## src/design/ahb_wb_pkg.sv

```systemverilog
package ahb_wb_pkg;

    // Bus widths, fixed for this bridge
    localparam int addr_w = 32;
    localparam int data_w = 32;
    localparam int sel_w  = data_w / 8;   // One select bit per byte lane

    // Byte address, same on both buses
    typedef logic [addr_w-1:0] addr_t;

    // One bus word
    typedef logic [data_w-1:0] data_t;

    // Wishbone byte-lane select
    typedef logic [sel_w-1:0] sel_t;

    // AHB transfer type and size
    typedef logic [1:0] htrans_t;
    typedef logic [2:0] hsize_t;

    // HTRANS encodings
    localparam htrans_t htrans_idle   = 2'd0;
    localparam htrans_t htrans_busy   = 2'd1;
    localparam htrans_t htrans_nonseq = 2'd2;
    localparam htrans_t htrans_seq    = 2'd3;

    // Wishbone cycle sequencer
    typedef enum logic [1:0] {
        seq_idle,   // Waiting for a captured request
        seq_bus,    // Wishbone cycle running
        seq_skip    // Misaligned, error response without a bus cycle
    } seq_state_t;

endpackage

```

## src/design/bus_req_if.sv

```systemverilog
`timescale 1ns/1ps

// One captured AHB address phase, capture stage to sequencer
interface bus_req_if;
    import ahb_wb_pkg::*;

    logic  valid;
    logic  ready;
    addr_t addr;        // Full byte address
    logic  write;
    sel_t  sel;         // Lane select from size and offset
    logic  misaligned;  // Address not aligned to size, or size above a word

    modport capture (
        output valid,
        input  ready,
        output addr,
        output write,
        output sel,
        output misaligned
    );

    modport seq (
        input  valid,
        output ready,
        input  addr,
        input  write,
        input  sel,
        input  misaligned
    );

endinterface

```

## src/design/bus_resp_if.sv

```systemverilog
`timescale 1ns/1ps

// Result of a finished transfer, sequencer to response generator
// No ready here, the generator takes every response on arrival
interface bus_resp_if;
    import ahb_wb_pkg::*;

    logic  valid;   // Single-cycle pulse
    data_t rdata;
    logic  err;

    modport seq (
        output valid,
        output rdata,
        output err
    );

    modport resp (
        input  valid,
        input  rdata,
        input  err
    );

endinterface

```

## src/design/ahb_addr_capture.sv

```systemverilog
`timescale 1ns/1ps

module ahb_addr_capture (
    input  logic                clk_core,
    input  logic                rst_core,
    input  ahb_wb_pkg::addr_t   haddr_i,
    input  ahb_wb_pkg::htrans_t htrans_i,
    input  logic                hwrite_i,
    input  ahb_wb_pkg::hsize_t  hsize_i,
    input  logic                hready_i,   // Own HREADYOUT fed back
    bus_req_if.capture          req
);
    import ahb_wb_pkg::*;

    logic  active;
    logic  accept;
    sel_t  sel_d;
    logic  misaligned_d;

    logic  valid_q;
    addr_t addr_q;
    logic  write_q;
    sel_t  sel_q;
    logic  misaligned_q;

    // NONSEQ and SEQ carry a transfer, each beat handled alone
    always_comb begin
        case (htrans_i)
            htrans_nonseq, htrans_seq: active = 1'b1;
            default:                   active = 1'b0;
        endcase
    end

    assign accept = hready_i && active;

    // Byte lanes from size and low address bits
    always_comb begin
        sel_d        = '0;
        misaligned_d = 1'b0;
        case (hsize_i)
            3'd0: begin
                sel_d = sel_t'(1) << haddr_i[1:0];
            end
            3'd1: begin
                sel_d        = sel_t'(3) << {haddr_i[1], 1'b0};
                misaligned_d = haddr_i[0];
            end
            3'd2: begin
                sel_d        = '1;
                misaligned_d = |haddr_i[1:0];
            end
            default: begin
                misaligned_d = 1'b1;    // Wider than the bus
            end
        endcase
    end

    // Valid held until the sequencer takes the request
    always_ff @(posedge clk_core) begin
        if (rst_core) begin
            valid_q <= 1'b0;
        end else begin
            if (req.valid && req.ready)
                valid_q <= 1'b0;
            if (accept)
                valid_q <= 1'b1;
        end
    end

    always_ff @(posedge clk_core) begin
        if (accept) begin
            addr_q       <= haddr_i;
            write_q      <= hwrite_i;
            sel_q        <= sel_d;
            misaligned_q <= misaligned_d;
        end
    end

    assign req.valid      = valid_q;
    assign req.addr       = addr_q;
    assign req.write      = write_q;
    assign req.sel        = sel_q;
    assign req.misaligned = misaligned_q;

endmodule

```

## src/design/ahb_resp_gen.sv

```systemverilog
`timescale 1ns/1ps

module ahb_resp_gen (
    input  logic                clk_core,
    input  logic                rst_core,
    bus_resp_if.resp            resp,
    input  ahb_wb_pkg::htrans_t htrans_i,
    output logic                hready_o,
    output ahb_wb_pkg::data_t   hrdata_o,
    output logic                hresp_o
);
    import ahb_wb_pkg::*;

    logic active;
    logic err_pend_q;   // First ERROR cycle done, second still to come

    // IDLE and BUSY get a zero-wait OKAY
    assign active = !(htrans_i == htrans_idle || htrans_i == htrans_busy);

    always_ff @(posedge clk_core) begin
        if (rst_core) begin
            hready_o   <= 1'b1;
            hresp_o    <= 1'b0;
            err_pend_q <= 1'b0;
        end else if (resp.valid) begin
            if (resp.err) begin
                // ERROR, first cycle with HREADYOUT still low
                hresp_o    <= 1'b1;
                err_pend_q <= 1'b1;
            end else begin
                hready_o <= 1'b1;
                hresp_o  <= 1'b0;
            end
        end else if (err_pend_q) begin
            hready_o   <= 1'b1;   // Second ERROR cycle
            err_pend_q <= 1'b0;
        end else if (hready_o) begin
            hresp_o <= 1'b0;
            if (active)
                hready_o <= 1'b0;   // New address phase taken, stall its data phase
        end
    end

    // Read data for an OKAY response
    always_ff @(posedge clk_core) begin
        if (resp.valid && !resp.err)
            hrdata_o <= resp.rdata;
    end

endmodule

```

## src/design/ahb_wb_bridge_top.sv

```systemverilog
`timescale 1ns/1ps

module ahb_wb_bridge_top (
    input  logic                clk_core,
    input  logic                rst_core,

    // AHB-Lite slave
    input  ahb_wb_pkg::addr_t   haddr_i,
    input  ahb_wb_pkg::htrans_t htrans_i,
    input  logic                hwrite_i,
    input  ahb_wb_pkg::hsize_t  hsize_i,
    input  ahb_wb_pkg::data_t   hwdata_i,
    output logic                hready_o,
    output ahb_wb_pkg::data_t   hrdata_o,
    output logic                hresp_o,

    // Wishbone master, classic cycles
    output logic                wb_cyc_o,
    output logic                wb_stb_o,
    output logic                wb_we_o,
    output ahb_wb_pkg::sel_t    wb_sel_o,
    output ahb_wb_pkg::addr_t   wb_adr_o,
    output ahb_wb_pkg::data_t   wb_dat_o,
    input  ahb_wb_pkg::data_t   wb_dat_i,
    input  logic                wb_ack_i
);

    bus_req_if  req_if ();
    bus_resp_if resp_if ();

    ahb_addr_capture u_capture (
        .clk_core (clk_core),
        .rst_core (rst_core),
        .haddr_i  (haddr_i),
        .htrans_i (htrans_i),
        .hwrite_i (hwrite_i),
        .hsize_i  (hsize_i),
        .hready_i (hready_o),   // Own HREADYOUT, single slave
        .req      (req_if.capture)
    );

    wb_cycle_seq u_seq (
        .clk_core (clk_core),
        .rst_core (rst_core),
        .hwdata_i (hwdata_i),
        .req      (req_if.seq),
        .resp     (resp_if.seq),
        .wb_cyc_o (wb_cyc_o),
        .wb_stb_o (wb_stb_o),
        .wb_we_o  (wb_we_o),
        .wb_sel_o (wb_sel_o),
        .wb_adr_o (wb_adr_o),
        .wb_dat_o (wb_dat_o),
        .wb_dat_i (wb_dat_i),
        .wb_ack_i (wb_ack_i)
    );

    ahb_resp_gen u_resp (
        .clk_core (clk_core),
        .rst_core (rst_core),
        .resp     (resp_if.resp),
        .htrans_i (htrans_i),
        .hready_o (hready_o),
        .hrdata_o (hrdata_o),
        .hresp_o  (hresp_o)
    );

endmodule

```

## src/design/wb_cycle_seq.sv

```systemverilog
`timescale 1ns/1ps

module wb_cycle_seq (
    input  logic              clk_core,
    input  logic              rst_core,
    input  ahb_wb_pkg::data_t hwdata_i,   // Held stable by the master while stalled
    bus_req_if.seq            req,
    bus_resp_if.seq           resp,
    output logic              wb_cyc_o,
    output logic              wb_stb_o,
    output logic              wb_we_o,
    output ahb_wb_pkg::sel_t  wb_sel_o,
    output ahb_wb_pkg::addr_t wb_adr_o,
    output ahb_wb_pkg::data_t wb_dat_o,
    input  ahb_wb_pkg::data_t wb_dat_i,
    input  logic              wb_ack_i
);
    import ahb_wb_pkg::*;

    seq_state_t state_q;
    logic       handshake;
    logic       bus_done;

    logic       resp_valid_q;
    logic       resp_err_q;
    logic       we_q;
    data_t      rdata_q;
    addr_t      adr_q;
    sel_t       sel_q;
    data_t      wdata_q;

    // One request at a time, taken only when idle
    assign req.ready = (state_q == seq_idle);
    assign handshake = req.valid && req.ready;
    assign bus_done  = (state_q == seq_bus) && wb_ack_i;

    always_ff @(posedge clk_core) begin
        if (rst_core) begin
            state_q      <= seq_idle;
            resp_valid_q <= 1'b0;
            resp_err_q   <= 1'b0;
            we_q         <= 1'b0;
        end else begin
            resp_valid_q <= 1'b0;   // Response is a pulse
            case (state_q)
                seq_idle: begin
                    if (handshake) begin
                        if (req.misaligned) begin
                            state_q <= seq_skip;
                        end else begin
                            state_q <= seq_bus;
                            we_q    <= req.write;
                        end
                    end
                end
                seq_bus: begin
                    if (wb_ack_i) begin
                        state_q      <= seq_idle;
                        resp_valid_q <= 1'b1;
                        resp_err_q   <= 1'b0;
                        we_q         <= 1'b0;
                    end
                end
                seq_skip: begin
                    // No bus activity, straight to an error response
                    state_q      <= seq_idle;
                    resp_valid_q <= 1'b1;
                    resp_err_q   <= 1'b1;
                end
                default: begin
                    state_q <= seq_idle;
                end
            endcase
        end
    end

    // Request payload, latched on acceptance
    always_ff @(posedge clk_core) begin
        if (handshake && !req.misaligned) begin
            adr_q   <= {req.addr[addr_w-1:2], 2'b00};   // Byte offset lives in sel
            sel_q   <= req.sel;
            wdata_q <= hwdata_i;
        end
        if (bus_done)
            rdata_q <= wb_dat_i;
    end

    // cyc and stb rise and fall together
    assign wb_cyc_o = (state_q == seq_bus);
    assign wb_stb_o = (state_q == seq_bus);
    assign wb_we_o  = we_q;
    assign wb_sel_o = sel_q;
    assign wb_adr_o = adr_q;
    assign wb_dat_o = wdata_q;

    assign resp.valid = resp_valid_q;
    assign resp.rdata = rdata_q;
    assign resp.err   = resp_err_q;

endmodule

```

## config.mk

```make
export PLATFORM = sky130hd
export DESIGN_NAME = ahb_wb_bridge_top
export DESIGN_NICKNAME = d
export VERILOG_FILES = /design/src/design/ahb_wb_pkg.sv /design/src/design/bus_req_if.sv /design/src/design/bus_resp_if.sv /design/src/design/ahb_addr_capture.sv /design/src/design/ahb_resp_gen.sv /design/src/design/ahb_wb_bridge_top.sv /design/src/design/wb_cycle_seq.sv
export SDC_FILE = /design/constraint.sdc
export NUM_CORES = 1
export LEC_CHECK = 0
export ABC_CLOCK_PERIOD_IN_PS = 4850
export BUFFER_PORTS_ARGS = -buffer_cell sky130_fd_sc_hd__buf_4
export CAP_MARGIN = 5
export CORE_MARGIN = 2
export CORE_UTILIZATION = 25
export CTS_CLUSTER_SIZE = 28
export DETAILED_ROUTE_END_ITERATION = 8
export PLACE_DENSITY_LB_ADDON = 0.15
export SYNTH_ARGS = -nofsm -noshare
export SYNTH_HDL_FRONTEND = slang
export SYNTH_SLANG_ARGS = --single-unit
```

## constraint.sdc

```tcl
create_clock -name clk_core -period 4.85 [get_ports clk_core]
set_input_delay 0.97 -clock clk_core [delete_from_list [all_inputs] [get_ports clk_core]]
set_output_delay 0.97 -clock clk_core [all_outputs]
set_load 0.1 [all_outputs]
```

# After elaboration in Yosys (flattened, before gate mapping)
# Index checks and enable logic that the tools add are counted.
# classes
n_eq_ne,12
shifts,2
n_mux,25
bitwise_logic,1
reduce_logical,22
# ops
op,n
1-bit two-way mux,16
4-bit case mux with 3 select lines,1
2-bit != test (second input constant),4
2-bit nonzero test,4
2-bit equality test (second input constant),3
2-bit two-way mux,3
1-bit case mux with 2 select lines,3
2-bit AND reduction,3
2-bit OR reduction,3
1-bit logical AND,5
2-bit by 1-bit equality test with 1-bit output (second input constant),2
2-bit logical NOT,2
2-bit case mux with 2 select lines,1
4-bit AND reduction,1
1-bit by 2-bit left shift with 4-bit output (first input constant),1
2-bit by 2-bit left shift with 4-bit output (first input constant),1
3-bit by 1-bit equality test with 1-bit output (second input constant),1
3-bit by 2-bit equality test with 1-bit output (second input constant),1
3-bit logical NOT,1
1-bit case mux with 3 select lines,1
1-bit logical NOT,2
2-bit by 1-bit != test with 1-bit output (second input constant),1
1-bit logical OR,1
1-bit inverter,1
# word_totals
regBits,177
input_bits,105
out_inout_bits,105
elab_cells,79

# Depth between registers and ports, before layout
# Gate-level depths: netlist (run 1).
# logic_depth
ltp_word,6
depth_mapped,5
depth_no_buf,5

# By module
# A second synthesis (run 1) with hierarchy kept.
# hier_totals
hier_cells,242
hier_area_um2,5644.2
# modules_own_cells
module,instances,cells_per_inst,area_each_um2,seq_area_each_um2
wb_cycle_seq,1,137,3308.2,3042.9
ahb_addr_capture,1,58,1257.5,1161.1
ahb_resp_gen,1,47,1078.5,1021.0

# Worst setup path before layout (run 1)
# No wires, ideal clock.
# synth_timing
path_kind,flip-flop to flip-flop
from,register u_seq.state_q[0]
to,"register u_seq.adr_q[10] (netlist: u_seq.wb_adr_o[10]), enable pin"
setup_ns,0.490
arrival_ns,3.405
required_ns,4.360
path_slack_ns,0.954
stages_incl_launch_ff,5
path_buffers,0
synth_period_minus_slack_ns,3.896
path_cell_list,dfxtp_1 inv_1 ha_1 inv_2 nor2_1
# synth_via
elab_chain_cells,3
# synth_rtl
item,line_no,text
from (decl),wb_cycle_seq.sv:20,seq_state_t state_q;
from (signal assigned),wb_cycle_seq.sv:39,state_q <= seq_idle;
from (signal assigned),wb_cycle_seq.sv:49,state_q <= seq_skip;
from (signal assigned),wb_cycle_seq.sv:51,state_q <= seq_bus;
2-bit logical NOT,wb_cycle_seq.sv:33,assign req.ready = (state_q == seq_idle);
1-bit logical AND,wb_cycle_seq.sv:34,assign handshake = req.valid && req.ready;
1-bit logical AND,wb_cycle_seq.sv:79,if (handshake && !req.misaligned) begin
to (signal assigned),wb_cycle_seq.sv:80,"adr_q <= {req.addr[addr_w-1:2], 2'b00};"
to (decl),wb_cycle_seq.sv:28,addr_t adr_q;
# No other way between the ends.
# A chain may end at the register's enable or synchronous reset.

# Final worst setup path (run 1)
# layout_timing
from,register u_seq.state_q[1]
to,output wb_cyc_o
# layout_via
elab_chain_cells,1
# layout_rtl
item,line_no,text
2-bit by 1-bit equality test with 1-bit output,wb_cycle_seq.sv:89,assign wb_cyc_o = (state_q == seq_bus);
to (decl),ahb_wb_bridge_top.sv:18,"output logic wb_cyc_o,"
# No other way between the ends.

==> metrics.cfg, run 1 <==
[worst_setup_path]
worst-endpoint-required_ns=3.88
cp-end-kind=primary output
timing.critical_path.from_type=flip-flop
crit_fanout=7
cpPeakStageDelay_ns=0.34
critPathKind=reg2out
crit_path_cell_trace=inv_1 -> ha_1 -> buf_4
cp.arrival_ns=1.43
critPathSlowestCell=buf_4

[detailed_routing]
drt_wl_total_um=11530
vias_per_cell=3.834
drtAntennaViolNets=0
drtIter0Drc=151
wl_per_cell_um=15.28
vias=2895
drcViolationCount=0
drtPass1Iterations=4

[logic_synthesis]
synth_flop_cell=edfxtp_1
synth_xor_area_share_pct=0
synth-simple-area-share_pct=2.895
synth_warnings=0
seq_area_frac_synth_pct=93.35
synth_mux_area_share_pct=0.1809
syn_inst=238
synthesis.area_um2=5533
synth_top_family_by_area=simple AND/OR/NAND/NOR gates
syn_avg_cell_area_um2=23.25
synth_fa_ha_area_share_pct=0.6784
yosysUniqueCellTypes=25
synth.ff_latch_count=175
synth-edff-count=166
synth_compound_area_share_pct=1.945
ys_async_sr_fraction_pct=0

[floorplan]
io_pins=210
core_um2=21760
fp-row-count=54
die-area_um2=23340
initial_core_util_pct=25.43
die_x_um=152.8
die_y_um=152.8

[cts]
post_cts_buffers=0
cts-root-buf=clkbuf_16
post_cts_resized=0
clk_latency_ns=0.41
clock_path_buffers=2
cts.sinks=175
holdBufCountCts=0
cts_buffers=17
cts.htree.levels=4
clk_pin_slew_ns=0.06
tritoncts=built

[global_routing]
track_usage_pct=9.943
grt_pass1_vias=3025
grt_start_max_net_pins=38
overflow=0
antenna_found_initial=0
grt_pass1_wl_um=17440

[timing]
final-setup-viol-count=0
hold_viol=0
skew_ns=0.008166
worst_slack_ns=2.453
fmax_mhz=417.1
slew_headroom_pct=34.31
finalCriticalPeriod_ns=2.397
rsz0062_at_grt=false
period_share_pct=49.43
drv_slew=0
worst_pin_slew_ns=0.9853
hold_ws_ns=0.4107
setup-tns-final_ns=0

[finish]
fin_nets=571
layout_common_cells=buf_4 (209), edfxtp_1 (166), clkbuf_16 (17)
drive_gt1_share_pct=51.16
layout.cells.non_filler=755
area_delta_synth_final_pct=45.02
final_common_cell=buf_4
final_area_um2=8024
n_antenna_cell=0

[power_and_ir_drop]
powerDensity_nw_per_um2=408.1
ir_worst_vdd_uv=205.6
p_leak_uw=0.003023

[place]
dp_hpwl_um=8129
gp_congestion=0.7336
post_dp_cell_area_um2=7446
io_buffers=206
dp_cells=724
pre_cts_ws_ns=2.560

[outcome]
status=completed

[min_path]
hold_class=reg2reg

[run]
max_cap_violations=0

-- metrics by stage --
stage,power (uW),utilization [%]
floorplan,1873,-
global placement,1969,34.22
detailed placement,1973,34.22
CTS,3327,36.88
global route,3401,36.88
finish,3275,36.88
-- registers in the layout (all words and copies together), names as in the netlist --
signal / cells
u_capture.req.addr: 30
u_capture.req.misaligned: 1
u_capture.req.sel: 4
u_capture.req.valid: 1
u_capture.req.write: 1
u_resp.err_pend_q: 1
u_resp.hrdata_o: 32
u_resp.hready_o: 1
u_resp.hresp_o: 1
u_seq.resp.err: 1
u_seq.resp.rdata: 32
u_seq.resp.valid: 1
u_seq.state_q: 2
u_seq.wb_adr_o: 30
u_seq.wb_dat_o: 32
u_seq.wb_sel_o: 4
u_seq.wb_we_o: 1
-- cells by family (layout without fill, tap and decap cells) --
| family | count (synthesis) | count (layout) |
|---|---|---|
| mux | 1 | 1 |
| fa+ha+maj | 3 | 3 |
| simple gates | 29 | 29 |
| buf+inv | 10 | 246 |
| flops | 175 | 175 |
| compound gates | 19 | 19 |
| other cells | 1 | 2 |
-- critical path: cells and delay by family (launching register included) --
kind | cells | cell delay [ns]
adder cells (fa/ha/maj) | 1 | 0.28
flip-flops | 1 | 0.32
buffers and inverters | 2 | 0.41
-- per-layer routing --
metal	up-vias	routed length, um	GRT usage [%]
met3	9	660	3.783
met4	0	158	4.101
met5	-	0	0
met2	96	6088	16.98
li1	1370	-	-
met1	1420	4628	11.20
-- final timing paths --
kind                       start            endpoint  slack, ns  cells after the start
max             u_seq.state_q[1]            wb_cyc_o       2.45                      3
min          u_seq.resp.rdata[5]  u_resp.hrdata_o[5]       0.41                      0
min reg2reg  u_seq.resp.rdata[5]  u_resp.hrdata_o[5]       0.41                      0
max reg2reg     u_seq.state_q[0]  u_seq.wb_adr_o[10]       2.82                      5
-- synthesized netlist by cell type (2+ instances only) --
cell	number	share of area [%]
a211oi_1	2	0.27
a21oi_1	10	0.90
and2_1	2	0.23
buf_4	3	0.41
dfxtp_1	9	3.3
edfxtp_1	166	90
ha_1	3	0.68
inv_1	5	0.34
nand2_1	2	0.14
nand2b_1	5	0.57
nor2_1	8	0.54
nor2b_1	4	0.45
nor3_1	2	0.18
nor3b_1	2	0.27
o21ai_0	4	0.36
o21bai_1	2	0.27
-- cell type report --
class / instances / area [um^2]
Inverter: 6 / 22.52
Fill cell: 2054 / 13730
Clock inverter: 14 / 152.6
Multi-Input combinational cell: 54 / 339.1
Sequential cell: 175 / 5165
Clock buffer: 17 / 425.4
Timing Repair Buffer: 209 / 1569
Tap cell: 280 / 350.3
-- where the power goes --
part	leakage, uW	switching [uW]	internal [uW]	total, uW
clock	0.000280	572	765	1340
combinational	0.00115	155	78.2	233
sequential	0.00159	10.9	1690	1700
total	0.00302	738	2540	3270
Note: power is estimated with default switching activity, not from simulation.
==> run 2: changes to the inputs <==
--- a/config.mk
+++ b/config.mk
@@ -5,7 +5,7 @@
 export SDC_FILE = /design/constraint.sdc
 export NUM_CORES = 1
 export LEC_CHECK = 0
-export ABC_CLOCK_PERIOD_IN_PS = 4850
+export ABC_CLOCK_PERIOD_IN_PS = 2500
 export BUFFER_PORTS_ARGS = -buffer_cell sky130_fd_sc_hd__buf_4
 export CAP_MARGIN = 5
 export CORE_MARGIN = 2
==> constraint.sdc (replaced) <==
create_clock -name clk_core -period 2.5 [get_ports clk_core]
set_input_delay 0.5 -clock clk_core [delete_from_list [all_inputs] [get_ports clk_core]]
set_output_delay 0.5 -clock clk_core [all_outputs]
set_load 0.1 [all_outputs]
==> metrics.cfg, run 2 (synthesis gave the netlist of run 1 again) <==
[outcome]
status=completed

[global_routing]
grt_pass1_wl_um=17530
antenna_found_initial=1
grt_pass1_vias=3003
grt_start_max_net_pins=35
track_usage_pct=10.06
overflow=0

[detailed_routing]
drtPass1Iterations=4
vias=2898
drt_wl_total_um=11660
vias_per_cell=3.813
drtAntennaViolNets=0
drcViolationCount=0
drtIter0Drc=163
wl_per_cell_um=15.34

[timing]
skew_ns=0.009994
fmax_mhz=513.0
period_share_pct=77.97
worst_pin_slew_ns=0.5352
slew_headroom_pct=64.24
hold_viol=0
setup-tns-final_ns=0
rsz0062_at_grt=false
worst_slack_ns=0.5509
final-setup-viol-count=0
finalCriticalPeriod_ns=1.949
drv_slew=0

[worst_setup_path]
cp.arrival_ns=1.45
r2r_start=u_seq.state_q[0]
reg2reg_to=u_seq.wb_dat_o[21]
critPathCapture=wb_cyc_o
r2r_setup_slack_ns=0.71
crit_fanout=7
timing.critical_path.from_type=flip-flop
cp-end-kind=primary output
critPathKind=reg2out
worst-endpoint-required_ns=2.00
worstSetupStartpoint=u_seq.state_q[1]
reg2reg_depth=5

[cts]
cts.htree.levels=4
post_cts_buffers=0
cts_buffers=17
post_cts_resized=0
cts.sinks=175
holdBufCountCts=0
cts-root-buf=clkbuf_16
tritoncts=built
clk_latency_ns=0.41
clock_path_buffers=2
clk_pin_slew_ns=0.07

[finish]
n_antenna_cell=0
drive_gt1_share_pct=51.67
multi_input_area_um2=340.3
fin_nets=575
regArea_um2=5165
num-fill-cells=2062
layout_common_cells=buf_4 (211), edfxtp_1 (166), clkbuf_16 (17)
final_area_um2=8087
area_delta_synth_final_pct=46.16
final_common_cell=buf_4

[power_and_ir_drop]
ir_worst_vdd_uv=419.2
p_leak_uw=0.003048
powerDensity_nw_per_um2=787.6
power_uw=6369

[floorplan]
core_um2=21760
die-area_um2=23340
fp-row-count=54
die_y_um=152.8
initial_core_util_pct=25.43
io_pins=210
die_x_um=152.8

[place]
post_dp_cell_area_um2=7502
gp_congestion=0.7171
pre_cts_ws_ns=0.6606
io_buffers=206
dp_hpwl_um=8412

[min_path]
hold_class=in2reg
hold_depth=1

[run]
max_cap_violations=0

==> run 2: changes by cell type in the layout (fill, tap and decap cells not counted), sizes merged <==
| cell | previous run | this run |
|---|---|---|
| buf | 209 | 213 |
| clkinvlp | 2 | 3 |
| clkbuf | 17 | 18 |
| inv | 12 | 11 |
==> run 2: stage by stage <==
step | utilization [%] | cells | hold WS, ns
5_1_grt | 37.17 | 760 | 0.2222
3_5_place_dp | 34.48 | 728 | 0.4045
3_3_place_gp | 34.48 | 728 | 0.4005
2_1_floorplan | - | 239 | 0.4003
4_1_cts | 37.17 | 760 | 0.2356
6_report | 37.17 | 760 | 0.2580
==> run 2: layout make-up <==
type | count | share of cell area, %
multi-input cells | 54 | 4.209
clock buffers | 18 | 5.307
well taps | 280 | 4.332
flip-flops and latches | 175 | 63.87
inverters | 6 | 0.2785
clock inverters | 14 | 1.919
repair buffers | 213 | 20.08
==> run 2: report_power, final <==
group	switching, uW	total (uW)	internal [uW]
Sequential	21.5	3310	3280
Combinational	302	460	158
Clock	1110	2600	1490
==> run 2: how the worst min path moves through the flow <==
stage	slack [ns]	to	startpoint
after global routing	0.22	u_capture.req.addr[6]	haddr_i[6]
after global placement	0.40	u_resp.hrdata_o[30]	u_seq.resp.rdata[30]
after detailed placement	0.40	u_resp.hrdata_o[0]	u_seq.resp.rdata[0]
after floorplan	0.40	u_resp.hrdata_o[0]	u_seq.resp.rdata[0]
final	0.26	u_seq.resp.rdata[2]	wb_dat_i[2]
after CTS	0.24	u_seq.wb_dat_o[14]	hwdata_i[14]
==> run 2: routing by layer <==
metal	up-vias	routed length, um	track usage, %
met1	1395	4546	11.36
li1	1376	-	-
met4	2	230	3.968
met5	-	11	0
met2	110	6026	16.89
met3	15	846	4.266
==> run 2: critical path, cell delays in order, from the launching register on <==
cell     delay (ns)
dfxtp_1        0.32
inv_1          0.08
ha_1           0.29
buf_4          0.34
==> run 3: changes to the inputs <==
--- a/config.mk
+++ b/config.mk
@@ -5,7 +5,7 @@
 export SDC_FILE = /design/constraint.sdc
 export NUM_CORES = 1
 export LEC_CHECK = 0
-export ABC_CLOCK_PERIOD_IN_PS = 2500
+export ABC_CLOCK_PERIOD_IN_PS = 2000
 export BUFFER_PORTS_ARGS = -buffer_cell sky130_fd_sc_hd__buf_4
 export CAP_MARGIN = 5
 export CORE_MARGIN = 2
==> constraint.sdc (replaced) <==
create_clock -name clk_core -period 2 [get_ports clk_core]
set_input_delay 0.4 -clock clk_core [delete_from_list [all_inputs] [get_ports clk_core]]
set_output_delay 0.4 -clock clk_core [all_outputs]
set_load 0.1 [all_outputs]
==> metrics.cfg, run 3 (synthesis gave the netlist of run 1 again) <==
[outcome]
status=completed

[worst_setup_path]
reg2reg_to=u_seq.wb_dat_o[0]
r2r_setup_slack_ns=0.44
r2r_start=u_seq.state_q[0]
crit_fanout=7
critPathKind=reg2out
reg2reg_depth=5
cp-end-kind=primary output
cp.arrival_ns=1.39
worst-endpoint-required_ns=1.60
timing.critical_path.from_type=flip-flop

[timing]
fmax_mhz=559.4
rsz0062_at_grt=false
hold_viol=0
drv_slew=0
final-setup-viol-count=0
finalCriticalPeriod_ns=1.788
period_share_pct=89.38
hold_ws_ns=0.1515
setup-tns-final_ns=0
skew_ns=0.009513

[cts]
clk_latency_ns=0.42
cts.htree.levels=4
holdBufCountCts=0
cts-root-buf=clkbuf_16
clk_pin_slew_ns=0.07
cts_buffers=17
post_cts_resized=0
clock_path_buffers=2
cts.sinks=175
post_cts_buffers=0
tritoncts=built

[run]
max_cap_violations=0

[detailed_routing]
vias=2885
drtAntennaViolNets=0
drcViolationCount=0
wl_per_cell_um=15.09
drt_wl_total_um=11420
vias_per_cell=3.811
drtPass1Iterations=4
drtIter0Drc=130

[floorplan]
initial_core_util_pct=25.43
io_pins=210
fp-row-count=54
core_um2=21760
die_x_um=152.8
die_y_um=152.8
die-area_um2=23340

[power_and_ir_drop]
ir_worst_vdd_uv=411.6
p_leak_uw=0.003031
powerDensity_nw_per_um2=984.2

[global_routing]
track_usage_pct=9.705
grt_pass1_wl_um=16970
antenna_found_initial=0
grt_pass1_vias=2976
overflow=0
grt_start_max_net_pins=38

[finish]
drive_gt1_share_pct=52.62
area_delta_synth_final_pct=46.38
n_antenna_cell=0
fin_nets=573
final_util_pct=37.23
num-fill-cells=2056
final_common_cell=buf_4
layout_common_cells=buf_4 (208), edfxtp_1 (166), clkbuf_16 (17)

[place]
gp_congestion=0.7433
dp_hpwl_um=8223
io_buffers=206

[min_path]
hold_end=u_capture.req.addr[22]
hold_class=in2reg
hold_depth=1
min_from=haddr_i[22]

run 3: where the power goes:
| part | internal, uW | switching (uW) |
|---|---|---|
| Clock | 1860 | 1400 |
| Sequential | 4110 | 25.7 |
| Combinational | 201 | 377 |
| Total | 6170 | 1810 |
run 3: layout make-up:
| cell class | count | area (um^2) | share of cell area (%) |
|---|---|---|---|
| clock buffers | 18 | 429.2 | 5.299 |
| clock inverters | 13 | 152.6 | 1.885 |
| inverters | 6 | 22.52 | 0.2781 |
| multi-input cells | 54 | 355.3 | 4.387 |
| flip-flops and latches | 175 | 5167 | 63.80 |
| well taps | 280 | 350.3 | 4.326 |
| repair buffers | 211 | 1622 | 20.02 |
run 3: how the worst max path moves through the flow:
stage,startpoint,to,slack [ns],cells past startpoint
2_1_floorplan,u_capture.req.misaligned,u_seq.wb_adr_o[10],0.01,2
3_3_place_gp,u_capture.req.misaligned,u_seq.wb_dat_o[14],0.48,3
3_5_place_dp,u_seq.state_q[0],u_seq.wb_dat_o[21],0.44,5
4_1_cts,u_seq.state_q[1],wb_stb_o,0.18,3
5_1_grt,u_seq.state_q[1],wb_cyc_o,0.15,3
6_report,u_seq.state_q[1],wb_stb_o,0.21,3
run 3: stage by stage:
stage | total power (uW) | instance area (um^2) | instances | setup slack, ns
global route | 8287 | 8099 | 757 | 0.1453
global placement | 4787 | 7517 | 726 | 0.4766
CTS | 8096 | 8099 | 757 | 0.1822
detailed placement | 4797 | 7517 | 726 | 0.4358
finish | 7971 | 8099 | 757 | 0.2123
floorplan | 4545 | 5567 | 239 | 0.01429
run 3: layer usage:
metal	GRT usage (%)	share of wire (%)	up-vias
met5	0	0	-
met4	4.233	1.8	0
met3	3.498	5.8	14
met2	16.27	53	108
met1	11.22	39	1394
li1	-	-	1369
run 3: critical path, stage by stage, from the launching register on:
cell	delay (ns)
dfxtp_2	0.33
inv_2	0.08
ha_2	0.24
buf_4	0.31
